--- src/hdl/sdram_pkg.sv ---
// SDRAM controller shared types
`default_nettype none

package sdram_pkg;

	// ------------------------------------------------------------
	// Sizes and timing
	// ------------------------------------------------------------
	localparam int ADDR_W       = 23;       // Byte address, 8 MB
	localparam int CAS_LATENCY  = 2;        // Read latency in clocks
	localparam int INIT_WAIT_NS = 120_000;  // Power-up wait
	localparam int REFRESH_NS   = 15_000;   // Refresh interval

	// Command encoding {ras_n, cas_n, we_n}, cs_n tied low on board
	typedef enum logic [2:0] {
		CMD_LOAD_MODE    = 3'b000,
		CMD_AUTO_REFRESH = 3'b001,
		CMD_PRECHARGE    = 3'b010,
		CMD_ACTIVE       = 3'b011,
		CMD_WRITE        = 3'b100,
		CMD_READ         = 3'b101,
		CMD_NOP          = 3'b111
	} sdram_cmd_e;

	// Controller FSM states
	typedef enum logic [3:0] {
		ST_INIT_WAIT,         // Power-up timer
		ST_INIT_PRECHARGE,
		ST_INIT_REFRESH1,
		ST_INIT_REFRESH2,
		ST_MODE_LOAD,
		ST_IDLE,
		ST_ACCESS_CMD,        // READ or WRITE on pins
		ST_ACCESS_PRECHARGE,
		ST_ACCESS_REFRESH,
		ST_WAIT               // Counted NOPs, then ret_state
	} ctrl_state_e;

	// ------------------------------------------------------------
	// Bundles
	// ------------------------------------------------------------
	typedef struct packed {
		logic              write;  // 1 = write, 0 = read
		logic [ADDR_W-1:0] addr;   // Byte address
		logic [7:0]        wdata;
	} mem_req_t;

	typedef struct packed {
		logic [7:0] rdata;
	} mem_rsp_t;

	typedef struct packed {
		sdram_cmd_e  cmd;
		logic [1:0]  ba;
		logic [10:0] addr;    // Row or column
		logic [3:0]  dqm;     // High masks a lane
		logic [31:0] dq_out;
		logic        dq_oe;   // Drive dq_out onto the bus
	} sdram_pins_t;

	typedef struct packed {
		logic       rd;        // READ went out
		logic [1:0] byte_sel;  // Lane to return
	} rd_tag_t;

endpackage

`default_nettype wire

--- src/hdl/read_return.sv ---
// Read data return path
`default_nettype none

module read_return (
	input  logic                clk,
	input  logic                n_reset,
	input  sdram_pkg::rd_tag_t  rd_tag,
	input  logic [31:0]         dq_in,
	output logic                rsp_valid,
	output sdram_pkg::mem_rsp_t rsp
);
	import sdram_pkg::*;

	rd_tag_t tag_sr [CAS_LATENCY];   // Tags in flight
	rd_tag_t tag_out;

	assign tag_out = tag_sr[CAS_LATENCY-1];   // Data on dq_in this cycle

	always_ff @(posedge clk) begin
		if (!n_reset) begin
			for (int i = 0; i < CAS_LATENCY; i++) begin
				tag_sr[i] <= '0;
			end
			rsp_valid <= 1'b0;
		end else begin
			tag_sr[0] <= rd_tag;
			for (int i = 1; i < CAS_LATENCY; i++) begin
				tag_sr[i] <= tag_sr[i-1];
			end
			rsp_valid <= tag_out.rd;
		end
	end

	// Lane select, registered with rsp_valid
	always_ff @(posedge clk) begin
		if (tag_out.rd) begin
			rsp.rdata <= dq_in[{tag_out.byte_sel, 3'b000} +: 8];
		end
	end

	// Reads are spaced by a full access, so responses never touch
	a_rsp_single: assert property (@(posedge clk) disable iff (!n_reset)
		rsp_valid |=> !rsp_valid);

endmodule

`default_nettype wire

--- src/hdl/req_fifo.sv ---
// Request buffer
`default_nettype none

module req_fifo #(
	parameter int DEPTH = 4
) (
	input  logic                clk,
	input  logic                n_reset,
	input  logic                in_valid,
	output logic                in_ready,
	input  sdram_pkg::mem_req_t in_data,
	output logic                out_valid,
	input  logic                out_ready,
	output sdram_pkg::mem_req_t out_data
);
	import sdram_pkg::*;

	localparam int PTR_W = (DEPTH > 1) ? $clog2(DEPTH) : 1;
	localparam int CNT_W = $clog2(DEPTH + 1);

	mem_req_t         mem [DEPTH];
	logic [PTR_W-1:0] wr_ptr;
	logic [PTR_W-1:0] rd_ptr;
	logic [CNT_W-1:0] count;   // Entries held
	logic             full;
	logic             push;
	logic             pop;

	// Wrap for any depth, not only powers of two
	function automatic logic [PTR_W-1:0] ptr_next(input logic [PTR_W-1:0] p);
		return (p == PTR_W'(DEPTH - 1)) ? '0 : p + 1'b1;
	endfunction

	assign full      = (count == CNT_W'(DEPTH));
	assign in_ready  = !full;
	assign out_valid = (count != '0);
	assign out_data  = mem[rd_ptr];   // Head of queue
	assign push      = in_valid && in_ready;
	assign pop       = out_valid && out_ready;

	always_ff @(posedge clk) begin
		if (push) begin
			mem[wr_ptr] <= in_data;
		end
	end

	always_ff @(posedge clk) begin
		if (!n_reset) begin
			wr_ptr <= '0;
			rd_ptr <= '0;
			count  <= '0;
		end else begin
			if (push) begin
				wr_ptr <= ptr_next(wr_ptr);
			end
			if (pop) begin
				rd_ptr <= ptr_next(rd_ptr);
			end
			case ({push, pop})
			2'b10:   count <= count + 1'b1;
			2'b01:   count <= count - 1'b1;
			default: count <= count;          // Idle or pass-through
			endcase
		end
	end

	// A push never lands on an unread entry
	a_no_push_full: assert property (@(posedge clk) disable iff (!n_reset)
		push && count != '0 |-> wr_ptr != rd_ptr);

	// Head entry holds while the consumer stalls
	a_hold_head: assert property (@(posedge clk) disable iff (!n_reset)
		out_valid && !out_ready |=> out_valid && $stable(out_data));

endmodule

`default_nettype wire

--- src/hdl/sdram_ctrl.sv ---
// SDRAM command sequencer
`default_nettype none

module sdram_ctrl #(
	parameter int FREQ_HZ = 10_000_000
) (
	input  logic                   clk,
	input  logic                   n_reset,
	input  logic                   q_valid,
	output logic                   q_ready,
	input  sdram_pkg::mem_req_t    q,
	output sdram_pkg::sdram_pins_t pins,
	output sdram_pkg::rd_tag_t     rd_tag
);
	import sdram_pkg::*;

	localparam int CLOCK_NS      = 1_000_000_000 / FREQ_HZ;
	localparam int INIT_COUNT    = INIT_WAIT_NS / CLOCK_NS;   // Clocks
	localparam int INIT_W        = $clog2(INIT_COUNT + 1);
	localparam int REFRESH_COUNT = REFRESH_NS / CLOCK_NS;     // Clocks
	localparam int REF_W         = $clog2(REFRESH_COUNT + 1);
	// A10 0, single write burst 0, mode 00, CL 010, seq 0, BL 000
	localparam logic [10:0] MODE_VALUE = 11'b000_0010_0000;

	ctrl_state_e       state;
	ctrl_state_e       ret_state;   // Where ST_WAIT goes next
	logic [1:0]        wait_cnt;    // Extra NOPs left
	logic [INIT_W-1:0] init_timer;
	logic              init_done;
	logic [REF_W-1:0]  ref_timer;
	logic              ref_due;
	logic              accept;
	logic              req_write;   // Latched request
	logic [7:0]        req_col;
	logic [1:0]        req_byte;

	assign q_ready = (state == ST_IDLE);
	assign accept  = q_valid && q_ready;

	// ------------------------------------------------------------
	// Power-up and refresh timers
	// ------------------------------------------------------------
	always_ff @(posedge clk) begin
		if (!n_reset) begin
			init_timer <= '0;
		end else if (!init_done) begin
			init_timer <= init_timer + 1'b1;
		end
	end
	assign init_done = (init_timer == INIT_W'(INIT_COUNT));

	always_ff @(posedge clk) begin
		if (!n_reset) begin
			ref_timer <= '0;
		end else if (accept || (state == ST_IDLE && ref_due)) begin
			ref_timer <= '0;                   // Access or refresh restarts it
		end else if (!ref_due) begin
			ref_timer <= ref_timer + 1'b1;     // Saturates at the interval
		end
	end
	assign ref_due = (ref_timer == REF_W'(REFRESH_COUNT));

	// ------------------------------------------------------------
	// Command FSM, pins registered
	// ------------------------------------------------------------
	always_ff @(posedge clk) begin
		if (!n_reset) begin
			state      <= ST_INIT_WAIT;
			ret_state  <= ST_IDLE;
			wait_cnt   <= '0;
			pins.cmd   <= CMD_NOP;
			pins.ba    <= '0;
			pins.addr  <= '0;
			pins.dqm   <= 4'b1111;   // All lanes masked
			pins.dq_oe <= 1'b0;
			rd_tag     <= '0;
		end else begin
			pins.cmd   <= CMD_NOP;
			pins.dq_oe <= 1'b0;
			rd_tag     <= '0;
			case (state)
			ST_INIT_WAIT: begin
				if (init_done) begin
					state     <= ST_INIT_PRECHARGE;
					pins.cmd  <= CMD_PRECHARGE;
					pins.addr <= 11'b100_0000_0000;   // A10 high, all banks
				end
			end
			ST_INIT_PRECHARGE: begin
				state    <= ST_INIT_REFRESH1;
				pins.cmd <= CMD_AUTO_REFRESH;
			end
			ST_INIT_REFRESH1: begin
				state     <= ST_WAIT;
				ret_state <= ST_INIT_REFRESH2;
				wait_cnt  <= 2'd2;
			end
			ST_INIT_REFRESH2: begin
				state     <= ST_WAIT;
				ret_state <= ST_MODE_LOAD;
				wait_cnt  <= 2'd2;
			end
			ST_MODE_LOAD: begin
				state     <= ST_WAIT;
				ret_state <= ST_IDLE;
				wait_cnt  <= 2'd1;                  // tMRD
			end
			ST_IDLE: begin
				if (accept) begin
					state       <= ST_WAIT;
					ret_state   <= ST_ACCESS_CMD;
					wait_cnt    <= 2'd3;            // tRCD
					pins.cmd    <= CMD_ACTIVE;
					pins.ba     <= q.addr[22:21];
					pins.addr   <= q.addr[20:10];   // Row
					pins.dqm    <= q.write ? ~(4'b0001 << q.addr[1:0]) : 4'b0000;
					pins.dq_out <= {4{q.wdata}};    // Same byte on every lane
					req_write   <= q.write;
					req_col     <= q.addr[9:2];
					req_byte    <= q.addr[1:0];
				end else if (ref_due) begin
					state    <= ST_ACCESS_REFRESH;
					pins.cmd <= CMD_AUTO_REFRESH;
				end
			end
			ST_ACCESS_CMD: begin
				if (req_write) begin
					state     <= ST_WAIT;           // tWR, one NOP
					ret_state <= ST_ACCESS_PRECHARGE;
					wait_cnt  <= '0;
				end else begin
					state         <= ST_ACCESS_PRECHARGE;
					pins.cmd      <= CMD_PRECHARGE;
					pins.addr[10] <= 1'b1;
				end
			end
			ST_ACCESS_PRECHARGE: begin
				state     <= ST_WAIT;
				ret_state <= ST_ACCESS_REFRESH;
				wait_cnt  <= '0;
			end
			ST_ACCESS_REFRESH: begin
				state     <= ST_WAIT;
				ret_state <= ST_IDLE;
				wait_cnt  <= 2'd2;
				pins.dqm  <= 4'b1111;
			end
			ST_WAIT: begin
				if (wait_cnt != '0) begin
					wait_cnt <= wait_cnt - 1'b1;
				end else begin
					state <= ret_state;
					// Command that opens the return state
					case (ret_state)
					ST_INIT_REFRESH2, ST_ACCESS_REFRESH: pins.cmd <= CMD_AUTO_REFRESH;
					ST_MODE_LOAD: begin
						pins.cmd  <= CMD_LOAD_MODE;
						pins.addr <= MODE_VALUE;
					end
					ST_ACCESS_CMD: begin
						pins.cmd        <= req_write ? CMD_WRITE : CMD_READ;
						pins.addr       <= {3'b000, req_col};   // A10 low, no auto precharge
						pins.dq_oe      <= req_write;
						rd_tag.rd       <= !req_write;
						rd_tag.byte_sel <= req_byte;
					end
					ST_ACCESS_PRECHARGE: begin
						pins.cmd      <= CMD_PRECHARGE;
						pins.addr[10] <= 1'b1;
					end
					default: pins.cmd <= CMD_NOP;
					endcase
				end
			end
			default: state <= ST_IDLE;
			endcase
		end
	end

	// ------------------------------------------------------------
	// Checks
	// ------------------------------------------------------------
	// Bus driven only for a WRITE with one lane open
	a_oe_write: assert property (@(posedge clk) disable iff (!n_reset)
		pins.dq_oe |-> pins.cmd == CMD_WRITE && $onehot(~pins.dqm));

	// No host traffic before the init sequence ran
	a_ready_init: assert property (@(posedge clk) disable iff (!n_reset)
		q_ready |-> init_done);

endmodule

`default_nettype wire

--- src/hdl/sdram_top.sv ---
// SDRAM subsystem top
`default_nettype none

module sdram_top #(
	parameter int FREQ_HZ    = 10_000_000,
	parameter int FIFO_DEPTH = 4
) (
	input  logic                   clk,
	input  logic                   n_reset,
	input  logic                   req_valid,
	output logic                   req_ready,
	input  sdram_pkg::mem_req_t    req,
	output logic                   rsp_valid,
	output sdram_pkg::mem_rsp_t    rsp,
	output sdram_pkg::sdram_pins_t pins,
	input  logic [31:0]            dq_in
);
	import sdram_pkg::*;

	logic     q_valid;   // FIFO head to controller
	logic     q_ready;
	mem_req_t q;
	rd_tag_t  rd_tag;    // Controller to read return

	req_fifo #(
		.DEPTH(FIFO_DEPTH)
	) u_fifo (
		.clk      (clk),
		.n_reset  (n_reset),
		.in_valid (req_valid),
		.in_ready (req_ready),
		.in_data  (req),
		.out_valid(q_valid),
		.out_ready(q_ready),
		.out_data (q)
	);

	sdram_ctrl #(
		.FREQ_HZ(FREQ_HZ)
	) u_ctrl (
		.clk    (clk),
		.n_reset(n_reset),
		.q_valid(q_valid),
		.q_ready(q_ready),
		.q      (q),
		.pins   (pins),
		.rd_tag (rd_tag)
	);

	read_return u_ret (
		.clk      (clk),
		.n_reset  (n_reset),
		.rd_tag   (rd_tag),
		.dq_in    (dq_in),
		.rsp_valid(rsp_valid),
		.rsp      (rsp)
	);

endmodule

`default_nettype wire

--- config.mk ---
export PLATFORM = sky130hd
export DESIGN_NAME = sdram_top
export DESIGN_NICKNAME = d
export VERILOG_FILES = /design/src/hdl/sdram_pkg.sv /design/src/hdl/read_return.sv /design/src/hdl/req_fifo.sv /design/src/hdl/sdram_ctrl.sv /design/src/hdl/sdram_top.sv
export SDC_FILE = /design/constraint.sdc
export NUM_CORES = 1
export LEC_CHECK = 0
export ABC_CLOCK_PERIOD_IN_PS = 7250
export BUFFER_PORTS_ARGS = -buffer_cell sky130_fd_sc_hd__buf_2
export CORE_ASPECT_RATIO = 0.6
export CORE_UTILIZATION = 60
export DETAILED_ROUTE_END_ITERATION = 10
export PLACE_DENSITY = 0.83
export RECOVER_POWER = 50
export SLEW_MARGIN = 40
export SYNTH_ARGS = -nofsm -noshare
export SYNTH_HDL_FRONTEND = slang
export SYNTH_HIERARCHICAL = 1
export SYNTH_SLANG_ARGS = --single-unit
export TNS_END_PERCENT = 100
--- constraint.sdc ---
create_clock -name clk -period 7.25 [get_ports clk]
set_input_delay 1.0875 -clock clk [delete_from_list [all_inputs] [get_ports clk]]
set_output_delay 1.0875 -clock clk [all_outputs]
set_load 0.05 [all_outputs]
==> results <==
- After synthesis, the largest area contributor takes up 50.4% of total cell area.
- The source of the worst hold timing path is u_ret/tag_sr[0][0].
- Summed over all layers, the routed wires come to 19500 um.
- STA classifies the critical path endpoint as a flip-flop.
- The average footprint of a synthesized cell is 15.0 um2.
- The total number of placement rows is 34.
- During synthesis, Yosys emitted a total of 6 warnings.
- The min-delay analysis places its worst path in the category reg2reg.
- The data required time at the worst endpoint is 7.37 ns.
- In the routed layout, each cell is associated on average with a via count of 5.97.
- For the worst flop-to-flop path, the logic depth is 10.
- The flow ran to the end, but the final reports show violations.
- The worst setup path is launched from an input port.
- The post-route clock skew is 0.00912 ns.
- The synthesized netlist cell count is 617.
- The number of synthesized flops with an enable pin is 155.
- The post-route netlist has 25.9% of its cells at a drive strength greater than 1.
- At the later pin of the worst-skew pair, clock insertion delay measures 0.49 ns.
- The final reports fail on capacitance limit, slew limit.
- In the post-synthesis netlist, the biggest area contributors are edfxtp_1 (50%), dfxtp_1 (15%), mux4_2 (9.8%).
- The die covers 15900 um2.
- The first global-routing pass estimated 30100 um of wire.
- Measured against its own limit, the worst slew margin works out to -42.2%.
- In this run the register-to-register setup slack is 4.27 ns.
- The net count of the finished layout is 796.
- The path type of the worst setup path is in2reg.
- The reg-to-reg critical path startpoint is u_ctrl/state[2].
- The total setup buffers inserted after CTS is 0.
- Once detail routing completed, the nets flagged for antenna violations numbered 0.
- CTS placed an instance of clkbuf_16 at the clock tree root.
- The repair_antennas step left the layout with diodes totalling 0.
- The number of nets handed over by synthesis was 696.
- The fraction of synthesis flops using an asynchronous set or reset pin is 0%.
- Entering global routing, the biggest net connects 55 pins.
- The max-slew violation count is 187.
- The data arrival at the endpoint of the critical path is 3.50 ns.
- The cell type with the largest total area after synthesis is edfxtp_1.
- The origin of the worst setup path is n_reset.
- The total vias in the final route is 5546.
- For this design the top-level I/O count stands at 130.
- Measured along the x axis, the die boundary spans 162 um.
- The top fanout value on the critical path is 54.
- At the end of routability-driven placement, the weighted congestion stood at 0.891.
- The shortest clock period the worst path allows after layout is 3.37 ns.
- The total area inside the core boundary comes to 14800 um2.
- The slew at the pin closest to its max-slew limit is 2.13 ns.
- The clock transition at the registers of the reported paths is 0.06 ns.
- The detailed-routing iteration count for the pre-antenna-repair pass is 5.
- The dominant synthesized flop cell is edfxtp_1.
- The maximum level of the CTS H-tree is 1.
- TritonCTS built the clock tree.
- The final count of hold timing violations is 0.
- After detailed routing, the average wire length per cell comes to 21.0 um.
- The overall power after layout is 2.58 mW.
- Following the worst setup path forward leads to its endpoint at u_ctrl/req_byte[0].
- The die height is 98.1 um.
- The HPWL after detailed placement is 12900 um.
- The count of different cell masters after synthesis is 68.
- The aggregate global-route resource usage is 25.0%.
- The number of flip-flops and latches in the synthesized netlist is 224.
- The final critical path takes up 46.5% of the cycle.
- The part of the Yosys area used for sequential elements is 65.3%.
- The initial antenna violation count is 0.
- For this run, design rule violations remaining after detail routing come to 0.
- The endpoint identified for the worst register-to-register timing path is u_fifo/count[2].
- The netlist area before placement is 9240 um2.
- The total negative slack is 0 ns.
- The leakage dissipation is 3.69 nW.
- Static timing analysis puts the maximum clock frequency at 297 MHz.
- VDD sags by at most 188 uV.
- The count of port buffers added during placement is 129.
- The aggregate global routing overflow is 0.
- After clock tree synthesis, the flow added hold-fix buffers numbering 0.
- Setup violations remaining at the end of the flow were counted as 0.
- The initial core utilization is 62.6%.
- The number of clock buffers added by TritonCTS is 20.
- The synthesis-to-layout area growth is 12.9%.
- Max-cap violations in this run came to 5.
- Clock tree synthesis found a total of 224 sinks.
- In this run, post-CTS repair resized a total of 0 instances.
- The number of design-rule violations left by the first detailed-router iteration is 534.
- Setup repair after global routing left no endpoint under its margin.
- The number of global-route vias before repair is 5506.
- The power density over the cells is 248 nW/um2.
- The maximum clock insertion buffer count is 3.
## per-layer routing
metal / up-vias / routed length [um] / GRT usage (%)
li1: 2514 / - / -
met1: 2732 / 8510 / 37.7
met2: 269 / 8970 / 38.1
met3: 31 / 1660 / 4.63
met4: 0 / 348 / 6.10
met5: - / 0 / 0.303
## flip-flops by register name, indices dropped and copies added, names as in the netlist, named ones only
signal             count
u_ctrl/init_timer     11
u_ctrl/ref_timer       8
u_ctrl/req_write       1
u_ret/rsp_valid        1
u_ret/rsp              8
u_fifo/count           3
u_fifo/wr_ptr          2
u_fifo/mem           128
u_ctrl/wait_cnt        2
u_fifo/rd_ptr          2
u_ctrl/pins           29
u_ctrl/ret_state       4
u_ctrl/req_byte        2
u_ctrl/state           4
u_ctrl/req_col         8
u_ctrl/rd_tag          3
u_ret/tag_sr           6
## Yosys cell counts, drive strengths merged (3+ instances only)
master / n
nand2: 30
nand4: 3
a22o: 14
nand2b: 6
o211ai: 5
or3: 6
buf: 45
mux4: 40
inv: 20
mux2i: 5
edfxtp: 155
nand3b: 3
nand4bb: 3
o21ai: 21
and2: 20
nor3: 9
nor2: 27
nand3: 17
xnor2: 7
a21boi: 5
clkbuf: 9
xor2: 10
ha: 11
and3: 11
a21oi: 14
a31oi: 3
dfxtp: 69
nor2b: 14
## worst max-delay path, cell delays in order
cell	delay [ns]
buf_2	0.07
clkbuf_1	1.51
and2_2	0.78
## cell families (layout without fill, tap and decap cells)
family                   count (synthesis)  after routing  share of synthesized area [%]
buffers and inverters                   74            188                           4.70
AND/OR/NAND/NOR                        162            162                           10.2
flip-flops                             224            224                           65.3
multiplexers                            45             45                           10.3
XOR/XNOR                                17             17                           1.61
AO/OA/AOI/OAI                           83             83                           6.15
adder cells (fa/ha/maj)                 12             12                           1.71
## layout by cell type (no fill, tap or decap), types with 13 or more instances in the layout
master       n
inv_1       19
nand3_1     17
clkbuf_16   21
dfxtp_1     67
nor2b_1     13
buf_2       97
mux4_2      40
a22o_1      14
nor2_1      27
edfxtp_1   155
clkbuf_1    36
a21oi_1     14
o21ai_0     20
nand2_1     30
## final cells by class
class,count,area [um2]
flip-flops and latches,224,6040
fillers,1004,4340
multi-input cells,319,2770
repair buffers,132,624
clock buffers,29,606
well taps,198,248
inverters,20,75.1
clock inverters,7,65.1
## worst min path at each step
stage	endpoint	depth (start not counted)
2_1_floorplan	u_ret/tag_sr[0][4]	1
3_3_place_gp	u_ret/tag_sr[0][5]	1
3_5_place_dp	u_ret/tag_sr[0][2]	1
4_1_cts	u_ret/tag_sr[0][2]	1
5_1_grt	u_ret/tag_sr[0][4]	1
6_report	u_ret/tag_sr[0][3]	1
## where the power goes
group | switching, mW | internal [mW]
registers | 0.0128 | 1.41
logic | 0.0595 | 0.0401
clock network | 0.443 | 0.618
## stage by stage
step	instance area [um2]	setup slack (ns)	hold slack (ns)	instances	utilization, %
finish	10400	3.88	0.446	929	70.6
global route	10400	3.56	0.451	929	70.6
CTS	10500	4.28	0.447	929	70.9
detailed placement	9800	4.30	0.423	893	66.4
global placement	9800	4.24	0.418	893	66.4
floorplan	9240	4.67	0.406	617	-
Power figures use the tool's default switching activity.
